### config.mk
export PLATFORM = sky130hd
export DESIGN_NAME = cosTop
export DESIGN_NICKNAME = d
export VERILOG_FILES = /design/src/cosPkg.sv /design/src/cosResetStretch.sv /design/src/cosAxilControl.sv /design/src/cosCsrSplitter.sv /design/src/cosLed.sv /design/src/cosGpio.sv /design/src/cosTop.sv
export SDC_FILE = /design/constraint.sdc
export NUM_CORES = 1
export LEC_CHECK = 0
export ABC_AREA = 0
export BUFFER_PORTS_ARGS = -buffer_cell sky130_fd_sc_hd__buf_2
export CAP_MARGIN = 20
export CORE_UTILIZATION = 35
export DETAILED_ROUTE_END_ITERATION = 7
export GPL_TIMING_DRIVEN = 0
export HOLD_SLACK_MARGIN = 0.03
export PLACE_DENSITY_LB_ADDON = 0.1
export SYNTH_ARGS = -nofsm -noshare
export SYNTH_HDL_FRONTEND = slang
export SYNTH_SLANG_ARGS = --single-unit
### constraint.sdc
create_clock -name clock -period 4.1 [get_ports clock]
set_input_delay 0.41 -clock clock [delete_from_list [all_inputs] [get_ports clock]]
set_output_delay 0.41 -clock clock [all_outputs]
set_load 0.005 [all_outputs]
### src/cosPkg.sv
// Shared widths, address map, reset timing and bus structs of the control shell, used by scoped names
package cosPkg;

  // ******************************
  // Widths
  // ******************************
  localparam int DataW = 32;
  localparam int AddrW = 12;
  localparam int BlockW = 4;
  localparam int RegW = 6;
  localparam int LedMaxW = 8;

  // ******************************
  // Address map
  // ******************************
  localparam logic [BlockW-1:0] BlockTree = 4'd0;
  localparam logic [BlockW-1:0] BlockLed = 4'd1;
  localparam logic [BlockW-1:0] BlockGpio = 4'd2;

  // Tree control registers
  localparam logic [RegW-1:0] RegId = 6'd0;
  localparam logic [RegW-1:0] RegScratch = 6'd1;
  localparam logic [RegW-1:0] RegReset = 6'd2;
  localparam logic [DataW-1:0] CosIdValue = 32'hC05E_0100;

  // GPIO registers
  localparam logic [RegW-1:0] RegGpioOut = 6'd0;
  localparam logic [RegW-1:0] RegGpioTristate = 6'd1;
  localparam logic [RegW-1:0] RegGpioIn = 6'd2;

  // Reset timing, in clock cycles
  localparam int ResetCycles = 32;
  localparam int ResetStartCycles = 8;

  // AXI response codes
  localparam logic [1:0] RespOkay = 2'd0;
  localparam logic [1:0] RespSlvErr = 2'd2;

  // ******************************
  // Bus structs
  // ******************************
  typedef struct packed {
    logic awValid;
    logic [AddrW-1:0] awAddr;
    logic wValid;
    logic [DataW-1:0] wData;
    logic bReady;
    logic arValid;
    logic [AddrW-1:0] arAddr;
    logic rReady;
  } axilReqT;

  typedef struct packed {
    logic awReady;
    logic wReady;
    logic bValid;
    logic [1:0] bResp;
    logic arReady;
    logic rValid;
    logic [DataW-1:0] rData;
    logic [1:0] rResp;
  } axilRspT;

  typedef struct packed {
    logic valid;
    logic write;
    logic [BlockW-1:0] block;
    logic [RegW-1:0] regIdx;
    logic [DataW-1:0] wData;
  } csrReqT;

  typedef struct packed {
    logic ready;
    logic error;
    logic [DataW-1:0] rData;
  } csrRspT;

endpackage

### src/cosResetStretch.sv
// Internal reset generator; merges the board reset with CSR soft-reset requests and stretches it
`timescale 1ns/1ps

module cosResetStretch (
  input  logic clock,
  input  logic arstN,
  input  logic resetRequest,
  output logic resetTop
);

  localparam int StartW = $clog2(cosPkg::ResetStartCycles + 1);
  localparam int HoldW = $clog2(cosPkg::ResetCycles + 1);

  logic [StartW-1:0] startCount;
  logic [HoldW-1:0] holdCount;

  always_ff @(posedge clock or negedge arstN) begin
    if (!arstN) begin
      startCount <= '0;
      holdCount <= HoldW'(cosPkg::ResetCycles);
      resetTop <= 1'b1;
    end else begin
      // Start delay, lets the write response of the reset command drain
      if (startCount != '0) begin
        startCount <= startCount - 1'b1;
      end else if (resetRequest && !resetTop) begin
        startCount <= StartW'(cosPkg::ResetStartCycles);
      end
      // Hold phase
      if (startCount == StartW'(1)) begin
        holdCount <= HoldW'(cosPkg::ResetCycles);
        resetTop <= 1'b1;
      end else if (holdCount != '0) begin
        holdCount <= holdCount - 1'b1;
        if (holdCount == HoldW'(1)) begin
          resetTop <= 1'b0;
        end
      end
    end
  end

endmodule

### src/cosAxilControl.sv
// AXI4-Lite slave front end; turns each host transaction into one CSR request to the splitter
`timescale 1ns/1ps

module cosAxilControl (
  input  logic clock,
  input  logic arstN,
  input  logic resetTop,
  input  cosPkg::axilReqT axilReq,
  output cosPkg::axilRspT axilRsp,
  output cosPkg::csrReqT csrReq,
  input  cosPkg::csrRspT csrRsp
);

  typedef enum logic [1:0] {
    StIdle,
    StRequest,
    StRespWrite,
    StRespRead
  } stateT;

  stateT state;
  logic writeGo;
  logic readGo;
  logic reqWrite;
  logic [cosPkg::BlockW-1:0] reqBlock;
  logic [cosPkg::RegW-1:0] reqReg;
  logic [cosPkg::DataW-1:0] reqWData;
  logic [cosPkg::DataW-1:0] rDataQ;
  logic [1:0] respCode;

  // Write needs both address and data; any write activity blocks a read
  assign writeGo = (state == StIdle) && !resetTop && axilReq.awValid && axilReq.wValid;
  assign readGo = (state == StIdle) && !resetTop && axilReq.arValid &&
                  !axilReq.awValid && !axilReq.wValid;

  always_comb begin
    axilRsp.awReady = writeGo;
    axilRsp.wReady = writeGo;
    axilRsp.arReady = readGo;
    axilRsp.bValid = (state == StRespWrite);
    axilRsp.bResp = respCode;
    axilRsp.rValid = (state == StRespRead);
    axilRsp.rData = rDataQ;
    axilRsp.rResp = respCode;
    csrReq.valid = (state == StRequest);
    csrReq.write = reqWrite;
    csrReq.block = reqBlock;
    csrReq.regIdx = reqReg;
    csrReq.wData = reqWData;
  end

  // ******************************
  // Transaction FSM
  // ******************************
  always_ff @(posedge clock or negedge arstN) begin
    if (!arstN) begin
      state <= StIdle;
    end else if (resetTop) begin
      state <= StIdle;
    end else begin
      case (state)
        StIdle: begin
          if (writeGo || readGo) begin
            state <= StRequest;
          end
        end
        StRequest: begin
          if (csrRsp.ready) begin
            state <= reqWrite ? StRespWrite : StRespRead;
          end
        end
        StRespWrite: begin
          if (axilReq.bReady) begin
            state <= StIdle;
          end
        end
        default: begin
          if (axilReq.rReady) begin
            state <= StIdle;
          end
        end
      endcase
    end
  end

  // Captured address, data and response
  always_ff @(posedge clock) begin
    if (writeGo) begin
      reqWrite <= 1'b1;
      reqBlock <= axilReq.awAddr[2+cosPkg::RegW +: cosPkg::BlockW];
      reqReg <= axilReq.awAddr[2 +: cosPkg::RegW];
      reqWData <= axilReq.wData;
    end else if (readGo) begin
      reqWrite <= 1'b0;
      reqBlock <= axilReq.arAddr[2+cosPkg::RegW +: cosPkg::BlockW];
      reqReg <= axilReq.arAddr[2 +: cosPkg::RegW];
    end
    if ((state == StRequest) && csrRsp.ready) begin
      respCode <= csrRsp.error ? cosPkg::RespSlvErr : cosPkg::RespOkay;
      rDataQ <= csrRsp.rData;
    end
  end

endmodule

### src/cosCsrSplitter.sv
// CSR block decoder; routes requests to the LED and GPIO blocks and holds the tree-control registers
`timescale 1ns/1ps

module cosCsrSplitter (
  input  logic clock,
  input  logic arstN,
  input  logic resetTop,
  input  cosPkg::csrReqT csrReq,
  output cosPkg::csrRspT csrRsp,
  output logic resetRequest,
  output logic ledSel,
  output logic gpioSel,
  output logic blkWrite,
  output logic [cosPkg::RegW-1:0] blkReg,
  output logic [cosPkg::DataW-1:0] blkWData,
  input  logic [cosPkg::DataW-1:0] ledRData,
  input  logic [cosPkg::DataW-1:0] gpioRData
);

  logic accept;
  logic treeHit;
  logic known;
  logic ready;
  logic error;
  logic [cosPkg::BlockW-1:0] respBlock;
  logic [cosPkg::DataW-1:0] treeRData;
  logic [cosPkg::DataW-1:0] scratch;

  // One accept per request, ready blocks a second one
  assign accept = csrReq.valid && !ready;
  assign treeHit = accept && (csrReq.block == cosPkg::BlockTree);
  assign known = (csrReq.block == cosPkg::BlockTree) || (csrReq.block == cosPkg::BlockLed) ||
                 (csrReq.block == cosPkg::BlockGpio);

  assign ledSel = accept && (csrReq.block == cosPkg::BlockLed);
  assign gpioSel = accept && (csrReq.block == cosPkg::BlockGpio);
  assign blkWrite = csrReq.write;
  assign blkReg = csrReq.regIdx;
  assign blkWData = csrReq.wData;

  always_ff @(posedge clock or negedge arstN) begin
    if (!arstN) begin
      ready <= 1'b0;
      error <= 1'b0;
      resetRequest <= 1'b0;
      scratch <= '0;
    end else if (resetTop) begin
      ready <= 1'b0;
      error <= 1'b0;
      resetRequest <= 1'b0;
      scratch <= '0;
    end else begin
      ready <= accept;
      error <= accept && !known;
      resetRequest <= treeHit && csrReq.write && (csrReq.regIdx == cosPkg::RegReset) &&
                      csrReq.wData[0];
      if (treeHit && csrReq.write && (csrReq.regIdx == cosPkg::RegScratch)) begin
        scratch <= csrReq.wData;
      end
    end
  end

  // Tree read data, lines up with the block read data
  always_ff @(posedge clock) begin
    if (accept) begin
      respBlock <= csrReq.block;
      case (csrReq.regIdx)
        cosPkg::RegId: treeRData <= cosPkg::CosIdValue;
        cosPkg::RegScratch: treeRData <= scratch;
        default: treeRData <= '0;
      endcase
    end
  end

  always_comb begin
    csrRsp.ready = ready;
    csrRsp.error = error;
    case (respBlock)
      cosPkg::BlockTree: csrRsp.rData = treeRData;
      cosPkg::BlockLed: csrRsp.rData = ledRData;
      cosPkg::BlockGpio: csrRsp.rData = gpioRData;
      default: csrRsp.rData = '0;
    endcase
  end

endmodule

### src/cosLed.sv
// LED controller block; per-LED 8-bit brightness registers driving PWM outputs from one counter
`timescale 1ns/1ps

module cosLed #(
  parameter int LedCount = 4
) (
  input  logic clock,
  input  logic arstN,
  input  logic resetTop,
  input  logic sel,
  input  logic write,
  input  logic [cosPkg::RegW-1:0] regIdx,
  input  logic [cosPkg::DataW-1:0] wData,
  output logic [cosPkg::DataW-1:0] rData,
  output logic [LedCount-1:0] ledOut
);

  logic [LedCount-1:0][cosPkg::LedMaxW-1:0] bright;
  logic [cosPkg::LedMaxW-1:0] pwmCount;

  always_ff @(posedge clock or negedge arstN) begin
    if (!arstN) begin
      bright <= '0;
      pwmCount <= '0;
    end else if (resetTop) begin
      bright <= '0;
      pwmCount <= '0;
    end else begin
      pwmCount <= pwmCount + 1'b1;
      for (int i = 0; i < LedCount; i++) begin
        if (sel && write && (regIdx == i)) begin
          bright[i] <= wData[cosPkg::LedMaxW-1:0];
        end
      end
    end
  end

  // Registers past LedCount read zero
  always_ff @(posedge clock) begin
    if (sel) begin
      rData <= '0;
      for (int i = 0; i < LedCount; i++) begin
        if (regIdx == i) begin
          rData[cosPkg::LedMaxW-1:0] <= bright[i];
        end
      end
    end
  end

  // Brightness B is on for B of every 256 counts
  always_comb begin
    for (int i = 0; i < LedCount; i++) begin
      ledOut[i] = (pwmCount < bright[i]);
    end
  end

endmodule

### src/cosGpio.sv
// GPIO controller block; output and tristate registers for the pins plus synchronized input readback
`timescale 1ns/1ps

module cosGpio #(
  parameter int GpioCount = 8
) (
  input  logic clock,
  input  logic arstN,
  input  logic resetTop,
  input  logic sel,
  input  logic write,
  input  logic [cosPkg::RegW-1:0] regIdx,
  input  logic [cosPkg::DataW-1:0] wData,
  output logic [cosPkg::DataW-1:0] rData,
  output logic [GpioCount-1:0] gpioOut,
  output logic [GpioCount-1:0] gpioTristate,
  input  logic [GpioCount-1:0] gpioIn
);

  logic [GpioCount-1:0] inMeta;
  logic [GpioCount-1:0] inSync;

  // Pins come out of reset undriven
  always_ff @(posedge clock or negedge arstN) begin
    if (!arstN) begin
      gpioOut <= '0;
      gpioTristate <= '1;
    end else if (resetTop) begin
      gpioOut <= '0;
      gpioTristate <= '1;
    end else if (sel && write) begin
      if (regIdx == cosPkg::RegGpioOut) begin
        gpioOut <= wData[GpioCount-1:0];
      end
      if (regIdx == cosPkg::RegGpioTristate) begin
        gpioTristate <= wData[GpioCount-1:0];
      end
    end
  end

  // Two-flop input synchronizer, second stage is the readable input register
  always_ff @(posedge clock) begin
    inMeta <= gpioIn;
    inSync <= inMeta;
  end

  always_ff @(posedge clock) begin
    if (sel) begin
      rData <= '0;
      case (regIdx)
        cosPkg::RegGpioOut: rData[GpioCount-1:0] <= gpioOut;
        cosPkg::RegGpioTristate: rData[GpioCount-1:0] <= gpioTristate;
        cosPkg::RegGpioIn: rData[GpioCount-1:0] <= inSync;
        default: rData <= '0;
      endcase
    end
  end

endmodule

### src/cosTop.sv
// Control shell top level; connects the AXI4-Lite slave, CSR splitter, reset stretcher, LED and GPIO
`timescale 1ns/1ps

module cosTop #(
  parameter int LedCount = 4,
  parameter int GpioCount = 8
) (
  input  logic clock,
  input  logic arstN,
  input  cosPkg::axilReqT axilReq,
  output cosPkg::axilRspT axilRsp,
  output logic [LedCount-1:0] ledOut,
  output logic [GpioCount-1:0] gpioOut,
  output logic [GpioCount-1:0] gpioTristate,
  input  logic [GpioCount-1:0] gpioIn
);

  logic resetTop;
  logic resetRequest;
  cosPkg::csrReqT csrReq;
  cosPkg::csrRspT csrRsp;
  logic ledSel;
  logic gpioSel;
  logic blkWrite;
  logic [cosPkg::RegW-1:0] blkReg;
  logic [cosPkg::DataW-1:0] blkWData;
  logic [cosPkg::DataW-1:0] ledRData;
  logic [cosPkg::DataW-1:0] gpioRData;

  // ******************************
  // Reset and control path
  // ******************************
  cosResetStretch uReset (
    .clock(clock), .arstN(arstN), .resetRequest(resetRequest), .resetTop(resetTop)
  );

  cosAxilControl uAxilControl (
    .clock(clock), .arstN(arstN), .resetTop(resetTop),
    .axilReq(axilReq), .axilRsp(axilRsp), .csrReq(csrReq), .csrRsp(csrRsp)
  );

  cosCsrSplitter uSplitter (
    .clock(clock), .arstN(arstN), .resetTop(resetTop),
    .csrReq(csrReq), .csrRsp(csrRsp), .resetRequest(resetRequest),
    .ledSel(ledSel), .gpioSel(gpioSel), .blkWrite(blkWrite), .blkReg(blkReg),
    .blkWData(blkWData), .ledRData(ledRData), .gpioRData(gpioRData)
  );

  // ******************************
  // Blocks
  // ******************************
  cosLed #(.LedCount(LedCount)) uLed (
    .clock(clock), .arstN(arstN), .resetTop(resetTop),
    .sel(ledSel), .write(blkWrite), .regIdx(blkReg), .wData(blkWData),
    .rData(ledRData), .ledOut(ledOut)
  );

  cosGpio #(.GpioCount(GpioCount)) uGpio (
    .clock(clock), .arstN(arstN), .resetTop(resetTop),
    .sel(gpioSel), .write(blkWrite), .regIdx(blkReg), .wData(blkWData),
    .rData(gpioRData), .gpioOut(gpioOut), .gpioTristate(gpioTristate), .gpioIn(gpioIn)
  );

endmodule

# Yosys cells after proc, flatten, opt, wreduce, memory -nomap -nowiden
# Index checks and enable logic that the tools add are counted.
[op_classes] n_addsub=3 n_lt_le_gt_ge=4 n_eq_ne=15 n_mux=43 reduce_logical=54
[op_table] op="$mux 8" count=15
[op_table] op="$mux 32" count=3
[op_table] op="$pmux 32 s3" count=1
[op_table] op="$pmux 32 s2" count=1
[op_table] op="$lt 8x8->1" count=4
[op_table] op="$mux 6" count=4
[op_table] op="$pmux 8 s3" count=1
[op_table] op="$reduce_bool 2->1" count=12
[op_table] op="$logic_and 1x1->1" count=23
[op_table] op="$mux 4" count=4
[op_table] op="$eq 4x1->1 const B" count=3
[op_table] op="$eq 6x1->1 const B" count=2
[op_table] op="$eq 6x2->1 const B" count=2
[op_table] op="$mux 2" count=6
[op_table] op="$add 8x1->8 const B" count=1
[op_table] op="$eq 4x2->1 const B" count=2
[op_table] op="$logic_not 4->1" count=2
[op_table] op="$mux 1" count=7
[op_table] op="$logic_not 6->1" count=1
[op_table] op="$ne 3x3->1 const B" count=2
[op_table] op="$pmux 2 s3" count=1
[op_table] op="$reduce_and 2->1" count=3
[op_table] op="$reduce_bool 6->1" count=1
[op_table] op="$sub 6x1->6 const B" count=1
[op_table] op="10 further kinds" count=17
[totals] register_bits=249 input_bits=71 out_inout_bits=61 wordCells=146

# Depth between registers and ports, before layout
[depth] depth_word=9 ltp_mapped=7

# Hierarchy
# Synthesis repeated with hierarchy kept, for this count alone.
[hier_totals] hier_cells=1049 hier_area_um2=12136.6
[by_module_without_submodules] module="cosCsrSplitter" n_inst=1 cells_each=377 area_per_inst_um2=3931.3
[by_module_without_submodules] module="cosLed" n_inst=1 cells_each=338 area_per_inst_um2=3180.6
[by_module_without_submodules] module="cosAxilControl" n_inst=1 cells_each=118 area_per_inst_um2=2677.6
[by_module_without_submodules] module="cosGpio" n_inst=1 cells_each=158 area_per_inst_um2=1780.5
[by_module_without_submodules] module="cosResetStretch" n_inst=1 cells_each=58 area_per_inst_um2=566.8

# Worst setup path after synthesis
# OpenSTA, ideal clock, no wires.
[synth_path] kind="register to register" start="register uAxilControl.state[1]" end="register uGpio.rData[0] in the netlist's numbering (enable)" t_arrival_ps=2170 required_ps=3768 path_slack_ps=1597 stages_incl_launch_ff=5 path_buffers=1 cell_sequence="dfrtp_1 > buf_2 > or3b_2 > inv_1 > and3_1"
[synth_between] elab_chain_len=3
[synth_rtl] item="start, declared" line_no="cosAxilControl.sv:21" text="stateT state;"
[synth_rtl] item="start signal, assigned" line_no="cosAxilControl.sv:57" text="state <= StIdle;"
[synth_rtl] item="start signal, assigned" line_no="cosAxilControl.sv:59" text="state <= StIdle;"
[synth_rtl] item="start signal, assigned" line_no="cosAxilControl.sv:64" text="state <= StRequest;"
[synth_rtl] item="$eq 2x1->1" line_no="cosAxilControl.sv:45" text="csrReq.valid = (state == StRequest);"
[synth_rtl] item="$logic_and 1x1->1" line_no="cosCsrSplitter.sv:30" text="assign accept = csrReq.valid && !ready;"
[synth_rtl] item="$logic_and 1x1->1" line_no="cosCsrSplitter.sv:36" text="assign gpioSel = accept && (csrReq.block == cosPkg::BlockGpio);"
[synth_rtl] item="end signal, assigned by index" line_no="cosGpio.sv:51" text="cosPkg::RegGpioOut: rData[GpioCount-1:0] <= gpioOut;"
[synth_rtl] item="end signal, assigned by index" line_no="cosGpio.sv:52" text="cosPkg::RegGpioTristate: rData[GpioCount-1:0] <= gpioTristate;"
[synth_rtl] item="end signal, assigned by index" line_no="cosGpio.sv:53" text="cosPkg::RegGpioIn: rData[GpioCount-1:0] <= inSync;"
[synth_rtl] item="end, declared" line_no="cosGpio.sv:14" text="output logic [cosPkg::DataW-1:0] rData,"
# Every way passes these cells.
# A chain may end at the register's enable or synchronous reset.

# Final worst setup path
[layout_path] start="register uReset.resetTop" end="output axilRsp[39] in the netlist's numbering"
[layout_between] elab_chain_len=4
[layout_rtl] item="start, declared" line_no="cosResetStretch.sv:8" text="output logic resetTop"
[layout_rtl] item="start signal, assigned" line_no="cosResetStretch.sv:21" text="resetTop <= 1'b1;"
[layout_rtl] item="start signal, assigned" line_no="cosResetStretch.sv:32" text="resetTop <= 1'b1;"
[layout_rtl] item="start signal, assigned" line_no="cosResetStretch.sv:36" text="resetTop <= 1'b0;"
[layout_rtl] item="$logic_not 1->1" line_no="cosAxilControl.sv:32" text="assign writeGo = (state == StIdle) && !resetTop && axilReq.awValid && axilReq.wValid;"
[layout_rtl] item="$logic_and 1x1->1 (3 in a row)" line_no="cosAxilControl.sv:32"
[layout_rtl] item="end, declared" line_no="cosTop.sv:11" text="output cosPkg::axilRspT axilRsp,"
# Every way passes these cells.

==> reports/qor.csv <==
stage;metric;value;unit
floorplan;dieArea;31960;um^2
setup_path;path_common_cell;buf_2;
power_and_ir_drop;p_clk_frac;0.341;
cells_and_area;diodes;0;
synthesis;ys_warn_count;0;
floorplan;dieWidth;178.8;um
power_and_ir_drop;p_switching;2.112;mW
detailed_routing;drtIter0Drc;458;
setup_path;path_buf_inv;5;
power_and_ir_drop;p_per_area;562.3;nW/um^2
detailed_routing;ant_nets;0;
setup_path;slowest_delay;810;ps
hold_path;hold_path.class;in -> reg;
grt;grt_max_degree;72;
detailed_routing;via_per_inst;4.709;
synthesis;syn-cell-area;10940;um^2
grt;grt_pass1_vias;6740;
timing;tns;0;ps
timing;timing.fmax;307.5;MHz
floorplan;num_io_pins;132;
cells_and_area;drive_gt1_frac;0.2206;
power_and_ir_drop;power.share.combinational;0.197;
clocking;tritoncts;built;
clocking;root_buffer;clkbuf_16;
timing;finClkSkew;6.992;ps
synthesis;yosys-top-cells-area;edfxtp_1 35%, dfrtp_1 22%, mux2i_1 6.6%;
floorplan;core-area;30670;um^2
timing;final-setup-viol-count;0;
power_and_ir_drop;swShare;0.2824;
synthesis;yosys.area.top_type;edfxtp_1;
timing;hold_viol_final;0;
floorplan;die_y;178.8;um
setup_path;crit_fanout;43;
clocking;cts_max_path_buffers;3;
setup_path;critPathKind;reg -> out;
run;cap_violations;0;
setup_path;cp.arrival;2840;ps
timing;final.min_clock_period;3252;ps
power_and_ir_drop;seq_power_share;0.462;
detailed_routing;vias;6837;
detailed_routing;drc;0;
synthesis;synthDominantCellAreaShare;0.3487;
timing;slew_viol_final;0;
setup_path;critPathCaptureType;output pin;
synthesis;synthFlopType;edfxtp_1;
synthesis;yosysSeqAreaShare;0.6190;
setup_path;critPathSlowestCell;buf_2;
timing;tightestPinTransition;990.2;ps
timing;period_share;0.7932;
power_and_ir_drop;peakVddDrop;0.0003321;V
placed_design;port-buffer-count;125;
cells_and_area;nets;1137;
clocking;clkTransAtPathRegs;60;ps
cells_and_area;syn_to_final_growth;21.65;%
grt;grt_overflow;0;
synthesis;ys_ff_latch;248;
timing;timing.hold.ws;55.10;ps
timing;rsz0062_at_grt;false;
setup_path;cpLargestDelayFamily;buffers and inverters;
synthesis;avgSynthCellArea;12.85;um^2
synthesis;yosys-top-cells-count;127 x edfxtp_1, 94 x dfrtp_1, 86 x nand2b_1;
setup_path;crit_chain;buf_2 -> nor3_1 -> and3_1 -> clkbuf_1 -> buf_2 -> buf_4 -> buf_2;
setup_path;start_kind;flip-flop;
detailed_routing;wl;27150;um
clocking;clock_sinks;248;
timing;slew_headroom;0.3399;
clocking;cts_buffers;28;
synthesis;yosysUniqueCellTypes;53;
detailed_routing;firstDrtPassIters;5;
setup_path;cp.required;3690;ps
placed_design;dp_hpwl;19170;um
detailed_routing;drt-wirelength-per-cell;18.70;um
grt;track_usage;0.1737;
floorplan;start_util;0.3566;
synthesis;async_flop_share;0.4194;
synthesis;synth_edf_count;127;
grt;grt_antenna_before_repair;1;
grt;grt_pass1_wl;41190;um
status;outcome;complete, no violations;
synthesis;synth_most_common_cell;edfxtp_1;
placed_design;globalplace.congestion;0.7993;
power_and_ir_drop;leakagePower;5.723;nW
clocking;htree_levels;1;
synthesis;synth_cells;851;
power_and_ir_drop;internal-power;5.368;mW
clocking;insertion_delay;530;ps
floorplan;rows;64;
per-stage QoR:
step	util	total power, mW	std cells	cell area, um^2	worst slack, ps
4_1_cts	0.4334	7.586	1451	13290	760.1
2_1_floorplan	-	4.335	852	10940	1597
3_3_place_gp	0.3932	4.938	1373	12060	809.3
5_1_grt	0.4337	7.888	1452	13300	556.8
3_5_place_dp	0.3954	4.988	1376	12130	1218
6_report	0.4337	7.480	1452	13300	847.7
power groups by stage:
stage | Sequential, mW | Combinational (mW) | Clock, mW
after floorplan | 3.40 | 0.939 | 0
after global routing | 3.50 | 1.68 | 2.71
after CTS | 3.46 | 1.51 | 2.62
final | 3.45 | 1.47 | 2.55
after detailed placement | 3.50 | 1.49 | 0
after global placement | 3.51 | 1.43 | 0
state kept, by name, summed over array words and instances (netlist names), 32 cells and up:
signal	cells
uAxilControl.rDataQ	32
uLed.bright	32
uSplitter.scratch	32
uAxilControl.reqWData	32
uSplitter.treeRData	32
cell families (layout without fill, tap and decap cells):
logic type                 after synthesis  count (layout)  share of synthesized area
buffers and inverters                   97             301                    0.03982
and+or+nand+nor                        282             282                     0.1507
xor gates and xnor gates                 9               9                   0.007208
muxes                                   92              92                    0.09474
adders and majority gates               32              32                    0.03661
DFF                                    248             248                     0.6190
other                                    1               2                  0.0003429
AOI/OAI and AO/OA                       90              90                    0.05160
cell usage in the layout (no fill, tap or decap), types with 4 or more instances in the layout:
cell type	n
buf_6	5
o21ai_1	8
mux4_2	8
o21ai_0	21
a21oi_1	22
mux2_2	12
dfxtp_1	17
buf_2	137
nor3_1	7
dlygate4sd3_1	24
buf_4	7
nor2b_1	6
nand3b_1	10
and3_1	5
clkinv_1	5
mux2i_1	72
dfrtp_1	94
nand2_1	8
ha_1	32
nand2b_1	86
nand3_1	10
clkbuf_16	29
a31oi_1	8
bufinv_16	4
xor2_1	5
xnor2_1	4
inv_1	48
edfxtp_1	127
a222oi_1	8
clkbuf_1	34
and2_1	60
a211oi_1	4
a21o_1	14
dfstp_2	10
nor2_1	67
area by class of cell:
class / count / area [um^2]
Multi-Input combinational cell: 507 / 3742
Buffer: 48 / 251.5
Tap cell: 396 / 495.5
Inverter: 49 / 183.9
Clock inverter: 13 / 162.7
Timing Repair Buffer: 152 / 924.6
Clock buffer: 39 / 773.2
Sequential cell: 248 / 6769
Fill cell: 2927 / 17370
metal layers:
metal	wire length, um	vias to the layer above	track usage
met5	0	-	0
met4	548	0	0.04379
met3	1167	30	0.02290
met2	11400	192	0.2558
met1	14040	3287	0.2667
li1	-	3328	-
path summary, 6_finish.rpt:
| check | startpoint | end | slack [ps] | cells past startpoint |
|---|---|---|---|---|
| setup / recovery | uReset.resetTop | axilRsp[39] | 850 | 7 |
| hold / removal | axilReq[33] | uAxilControl.reqWData[18] | 60 | 1 |
| setup reg to reg | uReset.resetTop | uAxilControl.reqReg[3] | 1300 | 6 |
| hold reg to reg | uGpio.inMeta[6] | uGpio.inSync[6] | 330 | 0 |
| max in group asynchronous | arstN | uGpio.gpioTristate[6] | 3040 | 3 |
| min in group asynchronous | arstN | uReset.holdCount[3] | 340 | 2 |
repair_timing:
item | CTS | global route
hold buffers | 23 | 1
setup buffers | 0 | 0
gates resized for setup | 0 | 0
endpoints found under the hold margin | 51 | 1
No activity file was read; power rests on OpenSTA's default activity.
